===== config.mk =====
export PLATFORM = sky130hd
export DESIGN_NAME = mem_req_issue
export DESIGN_NICKNAME = d
export VERILOG_FILES = /design/src/logic/lsu_pkg.sv /design/src/logic/mem_req_issue.sv
export SDC_FILE = /design/constraint.sdc
export NUM_CORES = 1
export LEC_CHECK = 0
export BUFFER_PORTS_ARGS = -buffer_cell sky130_fd_sc_hd__buf_2
export CORE_AREA = 2 2 102 79
export CTS_CLUSTER_DIAMETER = 30
export DETAILED_ROUTE_END_ITERATION = 8
export DIE_AREA = 0 0 104 81
export GPL_ROUTABILITY_DRIVEN = 0
export PLACE_DENSITY = 0.84
export SLEW_MARGIN = 20
export SYNTH_ARGS = -nofsm -noshare
export SYNTH_HDL_FRONTEND = slang
export SYNTH_SLANG_ARGS = --single-unit

===== constraint.sdc =====
create_clock -name clk -period 3.9 [get_ports clk]
set_clock_uncertainty 0.05 [all_clocks]
set_input_delay 0.78 -clock clk [delete_from_list [all_inputs] [get_ports clk]]
set_output_delay 0.78 -clock clk [all_outputs]
set_load 0.02 [all_outputs]

===== src/logic/lsu_pkg.sv =====
package lsu_pkg;

    // datapath and address width
    localparam int xlen_c = 32;

    // word-wide SRAM, indexed by addr[9:2]
    localparam int mem_words_c = 256;
    localparam int mem_idx_w_c = $clog2(mem_words_c);

    // request queue between issue and lsu
    localparam int fifo_depth_c = 4;
    localparam int fifo_ptr_w_c = $clog2(fifo_depth_c);

    typedef logic [xlen_c-1:0]       addr_t;
    typedef logic [xlen_c-1:0]       word_t;
    typedef logic [xlen_c/8-1:0]     strb_t;
    typedef logic [11:0]             imm12_t;
    typedef logic [2:0]              funct3_t;
    typedef logic [mem_idx_w_c-1:0]  mem_idx_t;
    typedef logic [fifo_ptr_w_c-1:0] fifo_ptr_t;
    // one extra bit so a full queue is distinct from an empty one
    typedef logic [fifo_ptr_w_c:0]   fifo_cnt_t;

    typedef enum logic [1:0] {
        size_byte,
        size_half,
        size_word
    } ls_size_e;

    typedef enum logic [2:0] {
        st_idle,
        st_ar,
        st_r,
        st_aw,
        st_w,
        st_b
    } lsu_fsm_e;

    // command as issued by the core
    typedef struct packed {
        logic    is_store;
        funct3_t funct3;
        addr_t   base;
        imm12_t  offset;
        word_t   wdata;
    } mem_cmd_t;

    // decoded and aligned request, one queue entry
    typedef struct packed {
        logic     is_store;
        ls_size_e size;
        logic     is_signed;
        addr_t    addr;
        word_t    wdata;
    } lsu_req_t;

    typedef struct packed {
        logic  is_store;
        addr_t addr;
        word_t rdata;
    } lsu_rsp_t;

endpackage

===== src/logic/mem_req_issue.sv =====
module mem_req_issue
    import lsu_pkg::*;
(
    input  logic     clk,
    input  logic     rst_n,
    input  logic     cmd_valid,
    input  mem_cmd_t cmd,
    output logic     push,
    output lsu_req_t req,
    output logic     fault,
    output addr_t    fault_addr
);

    addr_t    eff_addr;
    ls_size_e size;
    logic     code_ok;
    logic     aligned;

    // base plus sign-extended immediate
    assign eff_addr = cmd.base + {{(xlen_c-12){cmd.offset[11]}}, cmd.offset};

    // funct3[1:0] selects the size, funct3[2] marks unsigned loads
    always_comb begin
        size    = size_word;
        code_ok = 1'b1;
        case (cmd.funct3[1:0])
            2'b00: size = size_byte;
            2'b01: size = size_half;
            2'b10: size = size_word;
            default: code_ok = 1'b0;
        endcase
        // there is no unsigned word access
        if (cmd.funct3 == 3'b110) begin
            code_ok = 1'b0;
        end
    end

    assign aligned = !((size == size_half && eff_addr[0]) ||
                       (size == size_word && eff_addr[1:0] != 2'b00));

    always_ff @(posedge clk) begin
        if (!rst_n) begin
            push  <= 1'b0;
            fault <= 1'b0;
        end else begin
            push  <= cmd_valid && code_ok && aligned;
            fault <= cmd_valid && !(code_ok && aligned);
        end
    end

    always_ff @(posedge clk) begin
        req.is_store  <= cmd.is_store;
        req.size      <= size;
        req.is_signed <= !cmd.funct3[2] && !cmd.is_store;
        req.addr      <= eff_addr;
        req.wdata     <= cmd.wdata;
        fault_addr    <= eff_addr;
    end

endmodule


* After elaboration in Yosys (flattened, before gate mapping) *
Index checks and enable logic that the tools add are counted.

storage, ports and cells
  bits in read-only memories = 0
  input bits = 83
  RAM bits = 0
  memories = 0
  logic and storage cells = 31
  bits in latches = 0
  flip-flop bits (word level) = 70
  output and inout bits = 102

cells by class
  reduce and logical (&&, ||, !) cells = 15
  $mul = 0
  bitwise logic cells = 0
  magnitude comparators = 0
  add/subtract/negate cells = 1
  shifts and indexed selects = 0
  divide/modulo/power cells = 0
  equal/unequal tests = 5
  muxes and demuxes = 3

operators by type and width
  cell                                                  count
  adder 32 bit                                          1
  logical AND 1 bit                                     7
  equality test 2 x 1 -> 1 bit (second input constant)  2
  equality test 2 bit (second input constant)           2
  zero test 1 bit                                       4
  case mux 2 bit (2 select lines)                       1
  equality test 3 bit (second input constant)           1
  OR reduction 3 bit                                    1
  zero test 2 bit                                       1
  two-way mux 1 bit                                     2
  nonzero test 2 bit                                    1
  logical OR 1 bit                                      1

* Longest topological paths before layout *
  depth after elaboration = 9
  depth in mapped cells = 10
  mapped depth without buffers = 10

* Worst setup path before layout *
OpenSTA, ideal clock, no wires.

  path type = in2reg
  start point = in cmd[32] (netlist name)
  end point = reg fault_addr[26]
  buffers on the path = 0
  cell stages on the path = 10
  library setup time = 0.120 ns
  arrival time = 2.527 ns
  path slack = 1.203 ns
  path through = ha_1 > inv_1 > fa_1 > nor2b_1 > o211ai_1 > a31oi_1 > a211oi_2 > a31oi_1 > a41oi_1 > xnor2_1

on the way
  word-level cells in the longest chain between the ends = 1

ends and longest elaborated chain
  element                 RTL line             RTL
  start: declaration      mem_req_issue.sv:7   input mem_cmd_t cmd,
  adder 32 bit            mem_req_issue.sv:20  assign eff_addr = cmd.base + {{(xlen_c-12){cmd.offset[11]}}, cmd.offset};
  net eff_addr[26]        mem_req_issue.sv:14  addr_t eff_addr;
  end signal: assignment  mem_req_issue.sv:57  fault_addr <= eff_addr;
  end: declaration        mem_req_issue.sv:11  output addr_t fault_addr

The timed path passes the listed nets, and every way through them passes these cells.
A chain may end at the register's enable or synchronous reset.

* Worst setup path in the final report *
  start point = in cmd[43] (netlist name)
  end point = reg fault_addr[25]

Same word-level chain as after synthesis.

==> impl_metrics.ini <==
[run_status]
status = completed

[timing]
setup_viol = 0
setup_tns_ns = 0
maxSlewViolCount = 0
worstMarginPinSlew_ns = 0.707
fmax_mhz = 342
fin_crit_ns = 2.92
rsz0062_at_grt = false
finalHoldViolCount = 0
min_period_over_period_pct = 74.9
slew_headroom_pct = 52.6
hold_ws_ns = 0.490

[global_routing]
antenna_found_initial = 0
grt_max_degree = 22
grt.total_usage_pct = 20.9
grt_pass1_wl_um = 14000
grt_overflow = 0
grt_pass1_vias = 2963

[synth]
synth.distinct_cells = 55
synth-edff-count = 0
synthTopCellsByArea = dfxtp_1, ha_1, buf_4, a21oi_1, xnor2_1
ys_seq_elements = 70
async_flop_share_pct = 0
synth_top_area_share_pct = 39.4
ys_seq_area_share_pct = 39.4
ys.flop_type = dfxtp_1
netlist_area_um2 = 3560
synth_common_cells = dfxtp_1, a21oi_1, buf_4, ha_1, nand2_1
yosys_warnings = 0
synth_top_area_cell = dfxtp_1
synth.most_common_cell = dfxtp_1
syn_avg_cell_area_um2 = 9.43
synthCells = 377
syn_nets = 492

[layout]
drive_gt1_share_pct = 40.9
diodes = 0
nets = 644
area_growth_pct = 26.6

[power]
clkPwrFrac_pct = 26.2
power_density_nw_per_um2 = 487
intPower_mw = 1.40
p_sw_mw = 0.792
vdd_drop_max_v = 0.000189
swShare_pct = 36.1
p_comb_share_pct = 34.8
p_leak_nw = 2.26
seq_power_share_pct = 38.9

[setup_path]
crit_slowest_cell = a211oi_1
cp_slowest_stage_delay_ns = 0.63
crit_path_end_kind = flop
path_cells = buf_2 -> ha_1 -> a21oi_1 -> o21ai_0 -> a211oi_1 -> o21ai_0 -> a311oi_1
crit_required_ns = 4.08
crit_path_max_fanout = 21
start_kind = input port
path_common_cell = o21ai_0
critPathKind = input port to flop
cp.arrival_ns = 3.10

[cts]
cts_made_buffers = 9
htreeDepth = 3
cts_max_path_buffers = 2
path_clk_slew_ns = 0.07
cts_sinks = 70
cts_setup_buffers = 0
cts_tree = done
cts-resized-gates = 0
clock-root-buffer = clkbuf_8
holdBufCountCts = 0

[route]
avgViaCountPerCell = 5.22
wl_um = 9240
firstDrtPassIters = 5
vias = 3328
drc = 0
drt-initial-drc-count = 179
ant_nets = 0
routedWlPerCell_um = 14.5

[floorplanning]
io_pins = 185
design.core.area_um2 = 7570
core.rowCount = 28
dieHeight_um = 81
start_util_pct = 47.0
die_w_um = 104
dieArea_um2 = 8420

[flow_run]
drv_cap = 0

[placed_design]
dp_hpwl_um = 7590
numPortBuffers = 184

[min_path]
hold_class = input port to flop
-- power by group through the flow --
stage / Clock (mW) / Sequential (mW) / Combinational, mW
2_1_floorplan: 0 / 0.987 / 0.465
3_3_place_gp: 0 / 0.869 / 0.743
3_5_place_dp: 0 / 0.872 / 0.759
4_1_cts: 0.587 / 0.855 / 0.762
5_1_grt: 0.617 / 0.864 / 0.816
6_report: 0.575 / 0.853 / 0.763
-- cell type report --
class,count,area [um^2]
multi-input cells,255,1820
well taps,105,131
inverters,9,33.8
clock inverters,5,60.1
clock buffers,10,138
fillers,652,3070
repair buffers,184,921
flip-flops and latches,70,1400
-- cells in the final DEF, fill, tap and decap left out, types with 3 or more instances in the layout --
cell / synthesis / routed
nand4_1: 3 / 3
and2_1: 7 / 7
nor2_1: 21 / 21
ha_1: 31 / 31
buf_2: 2 / 184
nor2b_1: 4 / 4
a211oi_1: 3 / 3
dfxtp_1: 70 / 70
nor3_1: 6 / 6
clkbuf_8: 0 / 10
o21a_1: 5 / 5
o21ai_0: 16 / 16
xor2_1: 12 / 12
and3_1: 5 / 5
a21oi_1: 33 / 33
a31oi_1: 6 / 6
xnor2_1: 16 / 16
or2_2: 3 / 3
nand2_1: 29 / 29
nand3_1: 6 / 6
a21o_1: 9 / 9
inv_1: 9 / 9
-- per-layer routing --
layer,vias up,wire [um],GRT usage (%),share of wire (%)
li1,1598,-,-,-
met1,1537,3920,25.7,42
met2,177,4480,36.2,48
met3,16,650,4.41,7.0
met4,0,191,8.51,2.1
met5,-,0,0,0
-- through the flow --
step / std cells / worst slack [ns] / power [mW] / util, % / instance area (um^2)
6_report: 638 / 0.980 / 2.19 / 59.5 / 4500
4_1_cts: 638 / 1.00 / 2.20 / 59.5 / 4500
5_1_grt: 638 / 0.759 / 2.30 / 59.5 / 4500
3_3_place_gp: 623 / 0.787 / 1.61 / 56.9 / 4300
3_5_place_dp: 623 / 0.677 / 1.63 / 56.9 / 4300
2_1_floorplan: 377 / 1.20 / 1.45 / - / 3560
-- worst max-delay path: cells and delay by family --
kind | cells | cell delay (ns)
buffers and inverters | 1 | 0.39
adders and majority gates | 1 | 0.40
AOI/OAI and AO/OA | 5 | 1.52
-- sequential cells by signal, indices dropped and copies added (netlist names) --
signal      count
req            36
fault           1
push            1
fault_addr     32
-- worst paths after layout --
path                  startpoint              to  slack [ns]  cells after the start
worst min-delay path     cmd[25]         req[25]        0.49                      1
worst max-delay path     cmd[43]  fault_addr[25]        0.98                      7
-- cells by family (layout without fill, tap and decap cells) --
family / count (synthesis) / in the layout / synth area share [%]
xor+xnor: 28 / 28 / 6.90
mux: 3 / 3 / 0.985
compound gates: 97 / 97 / 18.4
buf+inv: 52 / 208 / 9.50
simple gates: 95 / 95 / 13.4
flops: 70 / 70 / 39.4
fa+ha+maj: 32 / 32 / 11.5
No activity file was read; power rests on OpenSTA's default activity.
