### config.mk
export PLATFORM = sky130hd
export DESIGN_NAME = req_fifo
export DESIGN_NICKNAME = d
export VERILOG_FILES = /design/src/logic/lsu_pkg.sv /design/src/logic/req_fifo.sv
export SDC_FILE = /design/constraint.sdc
export NUM_CORES = 1
export LEC_CHECK = 0
export ABC_AREA = 1
export BUFFER_PORTS_ARGS = -buffer_cell sky130_fd_sc_hd__buf_2
export CAP_MARGIN = 20
export CORE_AREA = 2 2 183 149
export CTS_CLUSTER_SIZE = 16
export DETAILED_ROUTE_END_ITERATION = 10
export DIE_AREA = 0 0 185 151
export PLACE_DENSITY = 0.67
export SETUP_SLACK_MARGIN = 0.02
export SLEW_MARGIN = 40
export SYNTH_ARGS = -nofsm -noshare
export SYNTH_HDL_FRONTEND = slang
export SYNTH_SLANG_ARGS = --single-unit
### constraint.sdc
create_clock -name clk -period 13.6 [get_ports clk]
set_clock_uncertainty 0.15 [all_clocks]
set_input_delay 4.08 -clock clk [delete_from_list [all_inputs] [get_ports clk]]
set_output_delay 4.08 -clock clk [all_outputs]
set_load 0.01 [all_outputs]
### src/logic/lsu_pkg.sv
package lsu_pkg;

    // datapath and address width
    localparam int xlen_c = 32;

    // word-wide SRAM, indexed by addr[9:2]
    localparam int mem_words_c = 256;
    localparam int mem_idx_w_c = $clog2(mem_words_c);

    // request queue between issue and lsu
    localparam int fifo_depth_c = 4;
    localparam int fifo_ptr_w_c = $clog2(fifo_depth_c);

    typedef logic [xlen_c-1:0]       addr_t;
    typedef logic [xlen_c-1:0]       word_t;
    typedef logic [xlen_c/8-1:0]     strb_t;
    typedef logic [11:0]             imm12_t;
    typedef logic [2:0]              funct3_t;
    typedef logic [mem_idx_w_c-1:0]  mem_idx_t;
    typedef logic [fifo_ptr_w_c-1:0] fifo_ptr_t;
    // one extra bit so a full queue is distinct from an empty one
    typedef logic [fifo_ptr_w_c:0]   fifo_cnt_t;

    typedef enum logic [1:0] {
        size_byte,
        size_half,
        size_word
    } ls_size_e;

    typedef enum logic [2:0] {
        st_idle,
        st_ar,
        st_r,
        st_aw,
        st_w,
        st_b
    } lsu_fsm_e;

    // command as issued by the core
    typedef struct packed {
        logic    is_store;
        funct3_t funct3;
        addr_t   base;
        imm12_t  offset;
        word_t   wdata;
    } mem_cmd_t;

    // decoded and aligned request, one queue entry
    typedef struct packed {
        logic     is_store;
        ls_size_e size;
        logic     is_signed;
        addr_t    addr;
        word_t    wdata;
    } lsu_req_t;

    typedef struct packed {
        logic  is_store;
        addr_t addr;
        word_t rdata;
    } lsu_rsp_t;

endpackage
### src/logic/req_fifo.sv
module req_fifo
    import lsu_pkg::*;
(
    input  logic     clk,
    input  logic     rst_n,
    input  logic     push,
    input  lsu_req_t req_in,
    input  logic     pop,
    output lsu_req_t req_out,
    output logic     full,
    output logic     empty,
    output logic     almost_full
);

    lsu_req_t  entries [fifo_depth_c];
    fifo_ptr_t wr_ptr;
    fifo_ptr_t rd_ptr;
    fifo_cnt_t count;
    logic      do_push;
    logic      do_pop;

    assign full        = (count == fifo_cnt_t'(fifo_depth_c));
    assign empty       = (count == '0);
    // leaves room for the push still in flight from issue
    assign almost_full = (count >= fifo_cnt_t'(fifo_depth_c - 1));

    assign do_push = push && !full;
    assign do_pop  = pop && !empty;

    // head is always the oldest entry
    assign req_out = entries[rd_ptr];

    always_ff @(posedge clk) begin
        if (!rst_n) begin
            wr_ptr <= '0;
            rd_ptr <= '0;
            count  <= '0;
        end else begin
            if (do_push) begin
                wr_ptr <= wr_ptr + 1'b1;
            end
            if (do_pop) begin
                rd_ptr <= rd_ptr + 1'b1;
            end
            case ({do_push, do_pop})
                2'b10: count <= count + 1'b1;
                2'b01: count <= count - 1'b1;
                default: count <= count;
            endcase
        end
    end

    always_ff @(posedge clk) begin
        if (do_push) begin
            entries[wr_ptr] <= req_in;
        end
    end

endmodule

# ---- After elaboration in Yosys (flattened, before gate mapping)
# Memories as Yosys holds them, arrays and structs flattened. A register that Yosys moved wholly into a read port is not among the register bits.
# Index checks and enable logic that the tools add are counted.
dict set report word_totals {
  wordCells 23
  inputBits 72
  mem_bits_rw 272
  ff_bits 7
  output_inout_bits 71
  memories 1
}
dict set report op_classes {
  n_reduce_logical 6
  muxes 5
  n_addsub 4
  order_cmp 1
  eq_ne 3
}
# memory words word_bits read_ports rd_clocked_by_memory_dff write_ports line_no
set memory_table {}
lappend memory_table {entries 4 68 1 1 1 req_fifo.sv:15} ;# lsu_req_t entries [fifo_depth_c];
# cell n
set op_table {}
lappend op_table {{3-bit case mux with 2 select lines} 1}
lappend op_table {{2-bit by 1-bit adder with 2-bit output (second input constant)} 2}
lappend op_table {{2-bit two-way mux} 2}
lappend op_table {{3-bit by 1-bit adder with 3-bit output (second input constant)} 1}
lappend op_table {{3-bit == test (second input constant)} 1}
lappend op_table {{3-bit by 2-bit >= comparator with 1-bit output (second input constant)} 1}
lappend op_table {{3-bit logical NOT} 1}
lappend op_table {{3-bit by 1-bit subtractor with 3-bit output (second input constant)} 1}
lappend op_table {{2-bit by 1-bit == test with 1-bit output (second input constant)} 1}
lappend op_table {{2-bit == test (second input constant)} 1}
lappend op_table {{1-bit logical AND} 2}
lappend op_table {{1-bit logical NOT} 2}
lappend op_table {{1-bit two-way mux} 2}
lappend op_table {{2-bit nonzero test} 1}

# ---- Longest topological paths before layout
# Gate-level depths: netlist of run 1.
dict set report logic_depth {
  ltp_word 5
  depth_mapped 13
  ltp_nobuf 13
}

# ---- Worst setup path before layout of run 1
# OpenSTA, ideal clock, no wires.
dict set report synth_timing {
  path_type {in2reg}
  start {input push}
  end {memory entries[0][0] in the netlist's numbering (enable)}
  t_required_ps 12955
  slack_ps 5885
  stages 2
  setup_ps 495
  n_path_buf 0
  t_arrival_ps 7070
  path_cell_list {nand2_1 -> nor2_1}
}
dict set report synth_via {
  elab_chain_cells 3
}
# item line_no
set synth_lines {}
lappend synth_lines {{from (decl)} req_fifo.sv:6} ;# input logic push,
lappend synth_lines {{1-bit logical AND} req_fifo.sv:27} ;# assign do_push = push && !full;
lappend synth_lines {{1-bit two-way mux} req_fifo.sv:54} ;# if (do_push) begin
lappend synth_lines {{1-bit two-way mux (not written as such)} req_fifo.sv:55} ;# entries[wr_ptr] <= req_in;
lappend synth_lines {{to (decl)} req_fifo.sv:15}
# Every way passes these cells.

==> reports/metrics.csv, run 1 <==
metric,value,unit
worst_slew_pin_slew,0.812,ns
hold_class,flip-flop to flip-flop,
setup_viol,0,
grt_first_pass_wirelength,33.3,mm
cts-hold-fix-buffers,0,
cts_buffer_depth,3,
grt_use_total,0.153,
cts_setup_buffers,0,
fin_setup_tns,0,ns
rsz0062_at_grt,no,
gp_congestion,0.732,
die_w,185,microns
synth_cell_types,19,
syn_area,10500,sq um
first_pass_iters,4,
period_share,0.514,
cts_tree,yes,
cts-resized-gates,0,
drive_gt1_frac,0.223,
drtIter0Drc,534,
portBuffers,142,
numCtsBuffers,27,
p_per_area,182,nW/um^2
cts.sinks,281,
grt_pass1_vias,6192,
io_pins,143,
dp_hpwl,12.1,mm
die_area,27900,sq um
syn2layout_area_growth,18.3,%
crit_path_end_kind,primary output,
p_leak,4.36,nW
core,26000,sq um
postSynthAreaPerCell,14.5,sq um
path_class,flip-flop to primary output,
dpl_cell_area,11600,sq um
htree_levels,1,
crit_path_start_kind,flip-flop,
slew_viol_final,0,
antenna_found_initial,2,
grt_overflow_total,0,
fillers,2301,
hold_viol,0,
postLayoutCellArea,12500,sq um
maxCapViolCount,0,
netlist_instances,728,
critPathRequiredTime,9.37,ns
max-slew-margin-rel,0.459,
syn_nets,806,
clkTransAtPathRegs,0.06,ns
max_freq,143,MHz
wl_per_cell,17.3,microns
drt-total-wl,21.6,mm
die_y,151,microns
crit_arrival,2.76,ns
num_rows,53,
vias,6253,
status,"finished, final reports clean",
nNetsFinal,945,
clk_latency,0.52,ns
cp_max_fo,69,
finalHoldWorstSlack,0.327,ns
layout_min_cycle_time,6.99,ns
seq_area_frac_synth,0.791,
avgViaCountPerCell,5.02,
cts_root_buffer,clkbuf_16,
start_util,0.406,
grt_max_degree,137,
ys_warn_count,0,
ys_ff_latch,281,
postRouteAntennaNets,0,
vdd_drop_max,0.116,mV
drc,0,
## cells by family after synthesis
family	after synthesis	synth area share
flops	281	0.791
fa+ha+maj	6	0.00783
compound gates	212	0.109
buf+inv	63	0.0325
simple gates	166	0.0597
## worst paths after layout
path	startpoint	endpoint	slack (ns)	depth (start not counted)
hold / removal	count[0]	count[0]	0.33	1
hold reg to reg	count[0]	count[0]	0.33	1
setup reg to reg	count[0]	entries[3][23]	11.05	5
setup / recovery	flip-flop	req_out[67]	6.61	6
## cell usage after synthesis, drive strengths merged
cell / instances / area share
edfxtp: 272 / 0.77
a21oi: 5 / 0.0024
buf: 21 / 0.015
dfxtp: 9 / 0.017
o22ai: 68 / 0.040
nor2: 146 / 0.052
fa: 1 / 0.0019
o21ai: 139 / 0.066
nand2: 15 / 0.0053
ha: 5 / 0.0059
inv: 20 / 0.0076
nand3: 5 / 0.0024
clkbuf: 22 / 0.0096
## area by class of cell
type | count | area (sq um) | area share
clock inverters | 17 | 155 | 0.0124
inverters | 20 | 82.6 | 0.00662
diodes | 2 | 5.00 | 0.000401
flip-flops and latches | 281 | 8350 | 0.669
multi-input cells | 384 | 1890 | 0.151
repair buffers | 153 | 852 | 0.0683
well taps | 357 | 447 | 0.0358
clock buffers | 32 | 694 | 0.0557
## cell usage in the layout (no fill, tap or decap), types with 2 or more instances in the layout
master / count
nor2_4: 4
buf_8: 2
diode_2: 2
edfxtp_1: 272
nor2_1: 142
bufinv_16: 3
o21ai_1: 5
buf_16: 2
nand2_1: 15
ha_1: 5
nand3_1: 5
clkbuf_1: 5
clkbuf_16: 27
o21ai_0: 134
dfxtp_1: 7
inv_1: 18
o22ai_1: 68
clkinv_2: 6
a21oi_1: 5
clkinv_1: 7
buf_4: 6
buf_2: 142
## per-stage QoR
step           instances  setup WS, ns  power (mW)  utilization
4_1_cts             1244          6.49        2.30        0.480
3_3_place_gp        1191          7.00        1.56        0.444
3_5_place_dp        1195          7.07        1.58        0.447
5_1_grt             1244          6.37        2.39        0.480
2_1_floorplan        728          5.88        1.39            -
6_report            1246          6.61        2.27        0.480
## power by group
part / internal, mW / total, mW / switching, mW
Sequential: 1.03 / 1.06 / 0.0337
Combinational: 0.163 / 0.489 / 0.326
Clock: 0.419 / 0.718 / 0.299
Total: 1.61 / 2.27 / 0.659
## per-layer routing
layer  share of wire  track usage  vias up
met5               0            0        -
met4           0.022       0.0361        0
met3           0.069       0.0392       41
met2            0.45        0.250      158
met1            0.46        0.207     3050
li1                -            -     3004
## critical path, stage by stage (launching register included)
cell and delay [ns]:
dfxtp_2 0.31, buf_4 0.33, inv_2 0.52, buf_4 0.49, o21ai_0 0.18, o22ai_1 0.20
buf_2 0.18
## flip-flops by register name, indices dropped and copies added (netlist names), named ones only
| register | cells |
|---|---|
| rd_ptr | 2 |
| count | 3 |
| wr_ptr | 2 |
| entries | 272 |
No activity file was read; power rests on OpenSTA's default activity.
==> run 2, diff against run 1 <==
--- a/config.mk
+++ b/config.mk
@@ -5,14 +5,14 @@
 export SDC_FILE = /design/constraint.sdc
 export NUM_CORES = 1
 export LEC_CHECK = 0
-export ABC_AREA = 1
+export ABC_AREA = 0
 export BUFFER_PORTS_ARGS = -buffer_cell sky130_fd_sc_hd__buf_2
 export CAP_MARGIN = 20
-export CORE_AREA = 2 2 183 149
+export CORE_AREA = 2 2 181 147
 export CTS_CLUSTER_SIZE = 16
 export DETAILED_ROUTE_END_ITERATION = 10
-export DIE_AREA = 0 0 185 151
-export PLACE_DENSITY = 0.67
+export DIE_AREA = 0 0 183 149
+export PLACE_DENSITY = 0.69
 export SETUP_SLACK_MARGIN = 0.02
 export SLEW_MARGIN = 40
 export SYNTH_ARGS = -nofsm -noshare
==> constraint.sdc (replaced) <==
create_clock -name clk -period 5.8 [get_ports clk]
set_clock_uncertainty 0.15 [all_clocks]
set_input_delay 1.74 -clock clk [delete_from_list [all_inputs] [get_ports clk]]
set_output_delay 1.74 -clock clk [all_outputs]
set_load 0.01 [all_outputs]
==> run 2 against run 1 <==
Sequential share of layout area grew 0.32 points. Final cell count down 25%. Area after synthesis down 2.1%. Core utilization up 0.28 points. Largest power group unchanged.
==> reports/metrics.csv, run 2 <==
metric,value,unit,change
crit_arrival,2.13,ns,was 2.76 ns
die_y,149,microns,was 151 microns
async_reset_ff_frac,0,,unchanged
synth_edf_count,272,,unchanged
wl_per_cell,20.6,microns,was 17.3 microns
crit_top_cell,buf_12,,was buf_4
cts.sinks,281,,unchanged
top_register,entries,,unchanged
grt_first_pass_wirelength,29.6,mm,was 33.3 mm
io_pins,143,,unchanged
final_cell_mix,"edfxtp_1, buf_2, mux4_2",,"was edfxtp_1, nor2_1, buf_2"
num_rows,53,,unchanged
cts-hold-fix-buffers,0,,unchanged
seq_area_frac_synth,0.808,,was 0.791
htree_levels,1,,unchanged
p_per_area,429,nW/um^2,was 182 nW/um^2
cts-resized-gates,0,,unchanged
die_area,27300,sq um,was 27900 sq um
synthAdderAreaFrac,0.00799,,was 0.00783
syn2layout_area_growth,20.2,%,was 18.3%
rsz0062_at_grt,no,,unchanged
grt_overflow_total,0,,unchanged
power,5.33,mW,was 2.27 mW
r2r_slack,3.25,ns,was 11.05 ns
synth.most_common_cell,edfxtp_1,,unchanged
cts_setup_buffers,0,,unchanged
p_leak,4.14,nW,was 4.36 nW
dp_hpwl,12.4,mm,was 12.1 mm
synthTopCellsByCount,"edfxtp_1, mux4_2, dfxtp_1, nand2_1",,"was edfxtp_1, nor2_1, o21ai_0, o22ai_1, inv_1"
start_util,0.402,,was 0.406
clkTransAtPathRegs,0.06,ns,about the same
synth_top_family_by_area,multiplexers,,was compound AO/OA/AOI/OAI gates
synth_cell_types,24,,was 19
antenna_found_initial,3,,was 2
avgViaCountPerCell,5.10,,was 5.02
max_freq,249,MHz,
synth-simple-area-share,0.0114,,was 0.0597
synth_largest_area_cell,edfxtp_1,,unchanged
setup_viol,0,,unchanged
drc,0,,unchanged
cts_tree,yes,,unchanged
grt_use_total,0.143,,was 0.153
postSynthAreaPerCell,25.1,sq um,was 14.5 sq um
numCtsBuffers,27,,unchanged
slew_viol_final,0,,unchanged
synth_top_area_share,0.791,,was 0.774
gp_congestion,0.705,,was 0.732
drive_gt1_frac,0.448,,was 0.223
drt-total-wl,19.2,mm,was 21.6 mm
core,25700,sq um,was 26000 sq um
nNetsFinal,656,,was 945
cp_slowest_cell,mux4_2,,was inv_2
die_w,183,microns,was 185 microns
crit_path_start_kind,flip-flop,,unchanged
maxCapViolCount,0,,unchanged
critical_path.max_stage_delay,0.52,ns,about the same
hold_class,flip-flop to flip-flop,,unchanged
ys_ff_latch,281,,unchanged
cts_buffer_depth,3,,unchanged
critPathRequiredTime,3.91,ns,was 9.37 ns
layout_min_cycle_time,4.02,ns,
ys_top_cells_by_area,"edfxtp_1, mux4_2, dfxtp_1",,"was edfxtp_1, o21ai_0, nor2_1"
syn_area,10300,sq um,was 10500 sq um
max-slew-margin-rel,0.637,,was 0.459
path_class,flip-flop to primary output,,unchanged
hold_viol,0,,unchanged
fin_setup_tns,0,ns,unchanged
period_share,0.692,,
syn_nets,489,,was 806
cts_root_buffer,clkbuf_16,,unchanged
vdd_drop_max,0.301,mV,was 0.116 mV
first_pass_iters,6,,was 4
worst_slew_pin_slew,0.543,ns,was 0.812 ns
synthFlopType,edfxtp_1,,unchanged
ys_warn_count,0,,unchanged
layout_commonest_cell,edfxtp_1,,unchanged
netlist_instances,411,,was 728
grt_pass1_vias,5281,,was 6192
portBuffers,142,,unchanged
path_cells,"buf_12, buf_12, mux4_2, buf_2",,"was buf_4, inv_2, buf_4, o21ai_0, o22ai_1, buf_2"
postRouteAntennaNets,0,,unchanged
synth_mux_area_frac,0.150,,was 0
synth_compound_area_frac,0.00460,,was 0.109
status,"finished, final reports clean",,unchanged
vias,4741,,was 6253
clk_latency,0.54,ns,was 0.52 ns
grt_max_degree,34,,was 137
crit_path_end_kind,primary output,,unchanged
largest_register_ffs,272,,unchanged
largestRegisters,"entries x272, count x3",,unchanged
synthXorXnorAreaFrac,0.00170,,was 0
drtIter0Drc,321,,was 534
cp_max_fo,17,,was 69
[run 2: changes by cell type after synthesis, moves of 6 or more]
cell and change:
clkbuf_2 -9, buf_2 -8, nand2_1 -8, buf_6 -8, and2_1 +6, inv_1 -12
nor2_1 -146, mux4_2 +68, o21ai_0 -129, o22ai_1 -68
[run 2: area by class of cell]
cell class / count / area (sq um)
Fill cell: 2093 / 13300
Sequential cell: 281 / 8360
Antenna cell: 2 / 5.00
Clock inverter: 17 / 139
Clock buffer: 32 / 694
Inverter: 6 / 22.5
Tap cell: 330 / 413
Multi-Input combinational cell: 106 / 1830
Timing Repair Buffer: 156 / 966
[run 2: routing by layer]
layer  wire length (microns)  vias up  track usage
li1                        -     2073            -
met1                    8210     2488        0.186
met2                    9200      144        0.236
met3                    1300       34       0.0417
met4                     465        2       0.0384
met5                      11        -            0
[run 2: logic make-up after synthesis]
logic type	after synthesis
AO/OA/AOI/OAI	8
flip-flops	281
AND/OR/NAND/NOR	20
adder cells (fa/ha/maj)	6
multiplexers	70
XOR/XNOR	2
buffers and inverters	24
[run 2: report_power, final]
part	switching (mW)	internal (mW)
Clock	0.711	0.942
Combinational	0.582	0.573
Sequential	0.0763	2.45
[run 2: worst max-delay path, delay by kind of cell, from the launching register on]
kind	cells	cell delay, ns
buffers and inverters	3	0.58
muxes	1	0.52
DFF	1	0.46
[run 2: worst paths after layout]
kind                  to  startpoint  cells past startpoint
max          req_out[26]   flip-flop                      4
min            rd_ptr[0]   rd_ptr[0]                      2
max reg2reg     count[2]    count[0]                      9
min reg2reg    rd_ptr[0]   rd_ptr[0]                      2
[run 2: metrics by stage]
stage	setup slack, ns	cell area, sq um	hold WS (ns)	util	instances
2_1_floorplan	1.50	10300	0.311	-	411
3_3_place_gp	1.76	11300	0.320	0.441	867
3_5_place_dp	2.14	11600	0.338	0.450	879
4_1_cts	1.70	12400	0.347	0.483	928
5_1_grt	1.65	12400	0.388	0.483	928
6_report	1.78	12400	0.348	0.483	930
