==> src/logic/lsu_pkg.sv <==
package lsu_pkg;

    // datapath and address width
    localparam int xlen_c = 32;

    // word-wide SRAM, indexed by addr[9:2]
    localparam int mem_words_c = 256;
    localparam int mem_idx_w_c = $clog2(mem_words_c);

    // request queue between issue and lsu
    localparam int fifo_depth_c = 4;
    localparam int fifo_ptr_w_c = $clog2(fifo_depth_c);

    typedef logic [xlen_c-1:0]       addr_t;
    typedef logic [xlen_c-1:0]       word_t;
    typedef logic [xlen_c/8-1:0]     strb_t;
    typedef logic [11:0]             imm12_t;
    typedef logic [2:0]              funct3_t;
    typedef logic [mem_idx_w_c-1:0]  mem_idx_t;
    typedef logic [fifo_ptr_w_c-1:0] fifo_ptr_t;
    // one extra bit so a full queue is distinct from an empty one
    typedef logic [fifo_ptr_w_c:0]   fifo_cnt_t;

    typedef enum logic [1:0] {
        size_byte,
        size_half,
        size_word
    } ls_size_e;

    typedef enum logic [2:0] {
        st_idle,
        st_ar,
        st_r,
        st_aw,
        st_w,
        st_b
    } lsu_fsm_e;

    // command as issued by the core
    typedef struct packed {
        logic    is_store;
        funct3_t funct3;
        addr_t   base;
        imm12_t  offset;
        word_t   wdata;
    } mem_cmd_t;

    // decoded and aligned request, one queue entry
    typedef struct packed {
        logic     is_store;
        ls_size_e size;
        logic     is_signed;
        addr_t    addr;
        word_t    wdata;
    } lsu_req_t;

    typedef struct packed {
        logic  is_store;
        addr_t addr;
        word_t rdata;
    } lsu_rsp_t;

endpackage
==> src/logic/lsu.sv <==
module lsu
    import lsu_pkg::*;
(
    input  logic     clk,
    input  logic     rst_n,
    input  logic     empty,
    input  lsu_req_t head,
    output logic     pop,

    // read address and data
    output addr_t    araddr,
    output logic     arvalid,
    input  logic     arready,
    input  word_t    rdata,
    input  logic     rvalid,
    output logic     rready,

    // write address, data and response
    output addr_t    awaddr,
    output logic     awvalid,
    input  logic     awready,
    output word_t    wdata,
    output strb_t    wstrb,
    output logic     wvalid,
    input  logic     wready,
    input  logic     bvalid,
    output logic     bready,

    output logic     done,
    output lsu_rsp_t rsp
);

    lsu_fsm_e state;
    lsu_req_t req_q;
    word_t    load_data;

    // shift the addressed lanes down, then extend
    function automatic word_t extend_load(word_t raw, addr_t addr, ls_size_e size,
                                          logic is_signed);
        word_t shifted;
        word_t result;
        shifted = raw >> {addr[1:0], 3'b000};
        case (size)
            size_byte: result = {{24{is_signed & shifted[7]}}, shifted[7:0]};
            size_half: result = {{16{is_signed & shifted[15]}}, shifted[15:0]};
            default:   result = shifted;
        endcase
        return result;
    endfunction

    // one request at a time, taken only from idle
    assign pop = (state == st_idle) && !empty;

    assign arvalid = (state == st_ar);
    assign awvalid = (state == st_aw);
    assign wvalid  = (state == st_w);
    assign rready  = 1'b1;
    assign bready  = 1'b1;

    // memory ignores the low bits, lanes carry the byte offset
    assign araddr = req_q.addr;
    assign awaddr = req_q.addr;

    // store data onto byte lanes
    always_comb begin
        wdata = req_q.wdata << {req_q.addr[1:0], 3'b000};
        case (req_q.size)
            size_byte: wstrb = strb_t'(4'b0001) << req_q.addr[1:0];
            size_half: wstrb = req_q.addr[1] ? strb_t'(4'b1100) : strb_t'(4'b0011);
            size_word: wstrb = strb_t'(4'b1111);
            default:   wstrb = '0;
        endcase
    end

    assign load_data = extend_load(rdata, req_q.addr, req_q.size, req_q.is_signed);

    always_ff @(posedge clk) begin
        if (!rst_n) begin
            state <= st_idle;
            done  <= 1'b0;
        end else begin
            done <= 1'b0;
            case (state)
                st_idle: begin
                    if (!empty) begin
                        state <= head.is_store ? st_aw : st_ar;
                    end
                end
                st_ar: begin
                    if (arready) begin
                        state <= st_r;
                    end
                end
                st_r: begin
                    if (rvalid) begin
                        state <= st_idle;
                        done  <= 1'b1;
                    end
                end
                // stores run address, data, response strictly in order
                st_aw: begin
                    if (awready) begin
                        state <= st_w;
                    end
                end
                st_w: begin
                    if (wready) begin
                        state <= st_b;
                    end
                end
                st_b: begin
                    if (bvalid) begin
                        state <= st_idle;
                        done  <= 1'b1;
                    end
                end
                default: state <= st_idle;
            endcase
        end
    end

    always_ff @(posedge clk) begin
        if (pop) begin
            req_q <= head;
        end
        if (state == st_r && rvalid) begin
            rsp.is_store <= 1'b0;
            rsp.addr     <= req_q.addr;
            rsp.rdata    <= load_data;
        end
        if (state == st_b && bvalid) begin
            rsp.is_store <= 1'b1;
            rsp.addr     <= req_q.addr;
            rsp.rdata    <= '0;
        end
    end

endmodule

==> config.mk <==
export PLATFORM = sky130hd
export DESIGN_NAME = lsu
export DESIGN_NICKNAME = d
export VERILOG_FILES = /design/src/logic/lsu_pkg.sv /design/src/logic/lsu.sv
export SDC_FILE = /design/constraint.sdc
export NUM_CORES = 1
export LEC_CHECK = 0
export BUFFER_PORTS_ARGS = -buffer_cell sky130_fd_sc_hd__buf_2
export CORE_ASPECT_RATIO = 1.25
export CORE_MARGIN = 10
export CORE_UTILIZATION = 35
export CTS_CLUSTER_DIAMETER = 60
export DETAILED_ROUTE_END_ITERATION = 12
export MAX_ROUTING_LAYER = met4
export PLACE_DENSITY = 0.65
export SKIP_LAST_GASP = 1
export SYNTH_ARGS = -nofsm -noshare
export SYNTH_HDL_FRONTEND = slang
export SYNTH_SLANG_ARGS = --single-unit
==> constraint.sdc <==
create_clock -name clk -period 8 [get_ports clk]
set_clock_uncertainty 0.2 [all_clocks]
set_input_delay 1.2 -clock clk [delete_from_list [all_inputs] [get_ports clk]]
set_output_delay 1.2 -clock clk [all_outputs]
set_load 0.05 [all_outputs]
Word-level counts from Yosys, hierarchy flattened
Index checks and enable logic that the tools add are counted.
{"block": "classes", "n_addsub": 0, "mul": 0, "div_mod_pow": 0, "order_cmp": 0, "n_eq_ne": 13, "n_shift": 3, "mux": 16, "n_bitwise": 2, "n_reduce_logical": 8}
{"op": "two-way mux 64 bit", "n": 2}
{"op": "case mux 32 bit (2 select lines)", "n": 1}
{"op": "<< shifter 32 x 5 -> 32 bit", "n": 1}
{"op": "right shift 32 x 5 -> 32 bit", "n": 1}
{"op": "two-way mux 3 bit", "n": 6}
{"op": "case mux 3 bit (6 select lines)", "n": 1}
{"op": "case mux 4 bit (3 select lines)", "n": 1}
{"op": "equality test 3 x 2 -> 1 bit, second input constant", "n": 2}
{"op": "equality test 3 bit, second input constant", "n": 2}
{"op": "!= test 2 x 1 -> 1 bit, second input constant", "n": 3}
{"op": "!= test 2 bit, second input constant", "n": 3}
{"op": "AND reduction 6 bit", "n": 1}
{"op": "two-way mux 4 bit", "n": 1}
{"op": "<< shifter 1 x 2 -> 4 bit, first input constant", "n": 1}
{"op": "equality test 3 x 1 -> 1 bit, second input constant", "n": 1}
{"op": "logical AND 1 bit", "n": 3}
{"op": "zero test 3 bit", "n": 1}
{"op": "bitwise AND 1 bit", "n": 2}
{"op": "equality test 2 x 1 -> 1 bit, second input constant", "n": 1}
{"op": "equality test 2 bit, second input constant", "n": 1}
{"op": "zero test 2 bit", "n": 1}
{"op": "two-way mux 1 bit", "n": 2}
{"op": "two-way mux 2 bit", "n": 1}
{"op": "case mux 1 bit (2 select lines)", "n": 1}
{"op": "other kinds (2)", "n": 2}
{"block": "word_totals", "reg_bits": 136, "latchBits": 0, "mem_bits_rw": 0, "romBits": 0, "input_bits": 108, "out_inout_bits": 172, "wordCells": 51, "n_memories": 0}

Longest topological paths before layout
Gate-level depths: netlist of the first run.
{"block": "depth", "depth_word": 5, "mapped_depth": 7, "mapped_depth_nobuf": 5}

Worst setup path before layout of the first run
Ideal clock, no wire load.
{"block": "synth_path", "path_type": "input port to output port", "from": "input empty", "to": "output pop", "arrival_time_ps": 6952, "t_required_ps": 6600, "setup_slack_ps": -352, "path_stages": 2, "path_buffers": 0, "path_cell_list": "or2_1 > nor3_1"}
{"block": "synth_between", "elab_chain_cells": 2}
{"item": "from (decl)", "line": "lsu.sv:6", "text": "input logic empty,"}
{"item": "zero test 1 bit"}
{"item": "logical AND 1 bit", "line": "lsu.sv:52", "text": "assign pop = (state == st_idle) && !empty;"}
{"item": "to (decl)", "line": "lsu.sv:8", "text": "output logic pop,"}
Every way passes these cells.

Worst setup path after layout of the first run
{"block": "layout_path", "from": "register req_q (netlist bit araddr[0])", "to": "output wdata[19]"}
{"block": "layout_between", "elab_chain_cells": 1}
{"item": "from (decl)", "line": "lsu.sv:34", "text": "lsu_req_t req_q;"}
{"item": "from (signal assigned)", "line": "lsu.sv:124", "text": "req_q <= head;"}
{"item": "<< shifter 32 x 5 -> 32 bit", "line": "lsu.sv:66", "text": "wdata = req_q.wdata << {req_q.addr[1:0], 3'b000};"}
{"item": "to (decl)", "line": "lsu.sv:22", "text": "output word_t wdata,"}
Every way passes these cells.

==> flow_summary_export.csv, run 1 <==
group,metric,value,unit
worst_setup_path,crit_fanout,67,
worst_setup_path,rr_worst_depth,4,
drt,post_drt_via_cell_ratio,4.70,
grt,overflow,0,
die,rows,55,
clocking,ctsHoldBuffers,0,
worst_setup_path,end_kind,"output port",
clocking,cts_made_buffers,17,
grt,grt_pass1_wl,27.4,mm
drt,vias,4597,
pwr,power_density,420,nW/um2
clocking,htreeDepth,4,
drt,drtIter0Drc,184,
placement,placed_area,7420,um2
synth,ys_seq_elements,136,
synth,synth.avg_cell_area,12.0,um2
worst_setup_path,r2r_start,"state[1]",
pwr,p_leak,3.46,nW
sta,worstMarginPinSlew,1.00,ns
placement,dp_hpwl,13.2,mm
sta,slew_violations,0,
worst_setup_path,crit_cells,5,
sta,worst_slack,3.86,ns
grt,grt_start_max_net_pins,68,
synth,synth_ff_type,"edfxtp_1",
worst_setup_path,cpPeakStageDelay,0.81,ns
grt,antenna_found_initial,0,
worst_setup_path,r2r_slack,4.99,ns
worst_setup_path,required,6.60,ns
die,die_x,141,um
clocking,clockBufferDepth,2,
sta,setup_viol,0,
pwr,ir_drop,175,uV
placement,io_buffers,277,
sta,hold_viol_final,0,
clocking,post_cts_buffers,0,
worst_setup_path,setup.worst_path.end,"wdata[19]",
synth,yosysWarnings,0,
die,dieArea,24100,um2
clocking,cts_tree,"yes",
sta,finalCritPeriodShare,51.8,%
synth,synth_area,6390,um2
layout,nets,844,
layout,final_common_cell,"buf_2",
clocking,clock-sinks,136,
sta,max_freq,0.241,GHz
worst_setup_path,criticalPathCategory,"reg2out",
drt,routed_wirelength,17.7,mm
layout,final_cell_mix,"buf_2, edfxtp_1, a21oi_1",
worst_setup_path,cp_slowest_cell,"nor2b_2",
die,initial_utilization,35.4,%
clocking,clock_tree.root_cell,"clkbuf_16",
worst_setup_path,crit_family,"buffers and inverters",
sta,grt_setup_unrepaired,"no",
min_path,hp-class,"reg2reg",
placement,post-place-ws,4.22,ns
synth,netlist-cell-type-count,43,
grt,grt_pass1_vias,4809,
die,num_io_pins,280,
synth,synth_edf_count,99,
placement,place_congestion,0.815,
clocking,insertion_delay,0.42,ns
grt,grt.total_usage,14.9,%
layout,drive_gt1_share,46.7,%
drt,firstDrtPassIters,4,
sta,min_period,4.14,ns
die,core-area,18000,um2
synth,async_flop_share,0,%
sta,slew_headroom,33.1,%
worst_setup_path,crit_start,"araddr[0]",
layout,fill_cells,1736,
worst_setup_path,reg2reg_to,"rsp[58]",
drt,detail-route-antenna-nets,0,
drt,drc,0,
layout,areaGrowthSynthToFinish,24.7,%
clocking,clkTransAtPathRegs,0.06,ns
run,max_cap_violations,0,
worst_setup_path,worstPathBufferInverterCount,2,
synth,syn_inst,532,
worst_setup_path,cp_cell_sequence,"buf_4 -> nor2b_2 -> nand2_1 -> o21ai_0 -> buf_2",
worst_setup_path,cp.arrival,2.74,ns
status,status,"completed",
synth,yosysSeqAreaShare,58.1,%
sta,tns,0,ns
layout,final_cell_area,7970,um2
drt,wl_per_cell,18.1,um
worst_setup_path,critPathLaunchType,"flop",
die,fp.dieH,171,um
clocking,cts_resized,0,
-- cells by family (layout without fill, tap and decap cells) --
kind of cell    Yosys count  after routing  share of synthesized area (%)
mux                      49             49                           8.05
buf+inv                 100            316                           11.0
flops                   136            136                           58.1
other cells               1              3                         0.0587
compound gates          124            124                           12.2
simple gates            122            122                           10.6
-- registers in the layout, summed over array words and instances (netlist names) --
signal / flops
araddr: 32
done: 1
rsp: 65
state: 3
req_q: 35
-- worst min-delay path, cell delays in order, from the launching register on --
cell     delay [ns]
dfxtp_1        0.31
nand2_1        0.05
nand2_1        0.04
-- synth_stat cells, drive strengths merged, types with 8 or more instances --
library cell | count | area [um2]
a211oi | 8 | 60.1
a21oi | 61 | 347
and2 | 45 | 283
buf | 94 | 678
dfxtp | 37 | 741
edfxtp | 99 | 2970
mux2 | 9 | 101
mux2i | 40 | 413
nand2 | 26 | 105
nor2 | 26 | 108
nor2b | 14 | 97.6
o21ai | 37 | 185
o2bb2ai | 8 | 70.1
-- worst min path at each step --
stage	startpoint	to	depth (start not counted)
2_1_floorplan	araddr[2]	rsp[34]	1
6_report	rsp[64]	rsp[64]	2
5_1_grt	rsp[0]	rsp[0]	2
4_1_cts	rsp[64]	rsp[64]	2
3_5_place_dp	rsp[64]	rsp[64]	2
3_3_place_gp	rsp[64]	rsp[64]	2
-- power breakdown --
group	internal, mW	total [mW]	switching, mW
logic	0.341	1.52	1.18
clock network	0.402	0.726	0.324
registers	0.988	1.10	0.113
total	1.73	3.34	1.61
-- metal layers --
layer / part of all wire, % / GRT usage (%)
met4: 1.3 / 5.71
met2: 50 / 23.8
met3: 8.0 / 5.30
met5: 0 / -
met1: 41 / 16.8
-- cell type report --
| type | instances | area [um2] | area share (%) |
|---|---|---|---|
| inverters | 2 | 7.51 | 0.0942 |
| multi-input cells | 297 | 1990 | 25.0 |
| flip-flops and latches | 136 | 3710 | 46.6 |
| clock buffers | 17 | 425 | 5.34 |
| diodes | 1 | 2.50 | 0.0314 |
| clock inverters | 15 | 119 | 1.49 |
| repair buffers | 282 | 1420 | 17.9 |
| well taps | 228 | 285 | 3.58 |
-- metrics by stage --
| step | cells | hold slack (ns) | utilization [%] | total power, mW |
|---|---|---|---|---|
| 3_5_place_dp | 945 | 0.235 | 41.2 | 2.65 |
| 4_1_cts | 977 | 0.246 | 44.2 | 3.39 |
| 2_1_floorplan | 533 | 0.352 | - | 2.37 |
| 3_3_place_gp | 945 | 0.231 | 41.2 | 2.64 |
| 5_1_grt | 977 | 0.275 | 44.2 | 3.52 |
| 6_report | 978 | 0.243 | 44.2 | 3.34 |
Note: power is estimated with default switching activity, not from simulation.
==> inputs of run 2 (changes only) <==
Settings changed: PLACE_DENSITY 0.65 to 0.67.
Clock period 8 ns to 3.5 ns, I/O delays scaled along.
==> flow_summary_export.csv, run 2 (same netlist as run 1, synthesis figures left out) <==
group,metric,value,unit
pwr,power.share.clock,24.5,%
pwr,combPwrFrac,44.4,%
grt,antenna_found_initial,2,
clocking,ctsHoldBuffers,0,
sta,slew_violations,0,
worst_setup_path,crit_fanout,41,
pwr,ir_drop,528,uV
die,initial_utilization,35.4,%
layout,drive_gt1_share,47.1,%
worst_setup_path,crit_start,"araddr[1]",
sta,tns,0,ns
layout,top_register,"rsp",
clocking,htreeDepth,4,
die,dieArea,24100,um2
min_path,hp-class,"in2reg",
clocking,clock-sinks,136,
die,num_io_pins,280,
layout,largest_reg_flops,65,
pwr,power_density,991,nW/um2
pwr,swShare,46.2,%
worst_setup_path,reg2reg_to,"rsp[29]",
die,die_x,141,um
status,status,"completed",
placement,dp_hpwl,15.1,mm
layout,areaGrowthSynthToFinish,27.4,%
clocking,clkTransAtPathRegs,0.07,ns
worst_setup_path,rr_worst_depth,4,
layout,final_cell_mix,"buf_2, edfxtp_1, a21oi_1",
worst_setup_path,end_kind,"output port",
sta,hold_viol_final,0,
die,fp.dieH,171,um
grt,overflow,0,
worst_setup_path,setup.worst_path.end,"wdata[19]",
drt,detail-route-antenna-nets,0,
worst_setup_path,r2r_start,"state[1]",
sta,finalCritPeriodShare,79.0,%
drt,routed_wirelength,19.5,mm
drt,wl_per_cell,19.8,um
run,max_cap_violations,0,
clocking,cts_made_buffers,17,
sta,grt_setup_unrepaired,"no",
drt,drc,0,
grt,grt.total_usage,16.0,%
drt,drtIter0Drc,172,
clocking,cts_resized,0,
clocking,insertion_delay,0.41,ns
pwr,seq_power_share,31.1,%
sta,setup_viol,0,
sta,max_freq,0.362,GHz
placement,place_congestion,0.794,
die,core-area,18000,um2
worst_setup_path,critPathLaunchType,"flop",
pwr,p_switching,3.73,mW
worst_setup_path,r2r_slack,1.20,ns
layout,nets,849,
grt,grt_pass1_wl,28.7,mm
worst_setup_path,criticalPathCategory,"reg2out",
pwr,p_int,4.34,mW
placement,io_buffers,277,
layout,final_core_util,45.1,%
drt,vias,4736,
clocking,clockBufferDepth,2,
sta,worstMarginPinSlew,0.919,ns
clocking,clock_tree.root_cell,"clkbuf_16",
drt,firstDrtPassIters,4,
sta,slew_headroom,38.6,%
sta,min_period,2.77,ns
drt,post_drt_via_cell_ratio,4.81,
worst_setup_path,cp.arrival,2.04,ns
layout,final_common_cell,"buf_2",
pwr,p_leak,3.54,nW
die,rows,55,
grt,grt_pass1_vias,5008,
min_path,holdCritStartpoint,"head[15]",
worst_setup_path,required,2.77,ns
grt,grt_start_max_net_pins,68,
clocking,post_cts_buffers,0,
clocking,cts_tree,"yes",
-- run 2: changes by cell type in the layout (fill, tap and decap cells not counted), moves of 2 or more --
cell	previous run	this run
clkinv_4	5	1
buf_4	5	8
clkinvlp_4	2	4
diode_2	1	3
buf_12	0	2
bufinv_16	0	5
-- run 2: worst max-delay path, stage by stage (launching register included) --
cell and delay, ns:
edfxtp_1 0.38, buf_4 0.43, mux2i_1 0.17, o21ai_0 0.31, buf_2 0.34
-- run 2: power groups by stage --
stage	registers, mW	clock network, mW	logic, mW
2_1_floorplan	3.31	0	2.12
3_3_place_gp	2.53	0	3.61
3_5_place_dp	2.54	0	3.62
4_1_cts	2.51	2.03	3.63
5_1_grt	2.56	2.11	3.80
6_report	2.50	1.98	3.58
-- run 2: layout make-up --
class | instances | area, um2
clock inverter | 14 | 220
multi-input combinational | 297 | 1990
tap | 228 | 285
antenna | 3 | 7.51
inverter | 2 | 7.51
timing repair buffer | 287 | 1490
fill | 1708 | 9890
sequential | 136 | 3710
clock buffer | 18 | 429
-- run 2: worst min-delay path by stage --
stage                           end  slack (ns)  cells past startpoint
after floorplan             rsp[34]        0.35                      1
after global placement      rsp[64]        0.23                      2
after detailed placement    rsp[64]        0.24                      2
after CTS                 req_q[66]        0.06                      1
after global routing       req_q[7]        0.06                      1
final                     req_q[15]        0.08                      1
-- run 2: metal layers --
metal,share of wire (%),GRT usage [%],vias to the layer above
li1,-,-,2255
met1,41,17.6,2203
met2,46,25.0,250
met3,11,7.54,28
met4,1.9,5.71,0
met5,0,-,-
-- run 2: through the flow --
step | setup WS, ns | hold WS, ns | std cells | area [um2] | power [mW]
2_1_floorplan | 0.0771 | 0.352 | 533 | 6400 | 5.42
3_3_place_gp | 1.15 | 0.232 | 950 | 7480 | 6.14
3_5_place_dp | 1.16 | 0.235 | 950 | 7480 | 6.16
4_1_cts | 0.705 | 0.0644 | 982 | 8130 | 8.17
5_1_grt | 0.634 | 0.0635 | 984 | 8140 | 8.47
6_report | 0.735 | 0.0830 | 985 | 8140 | 8.06
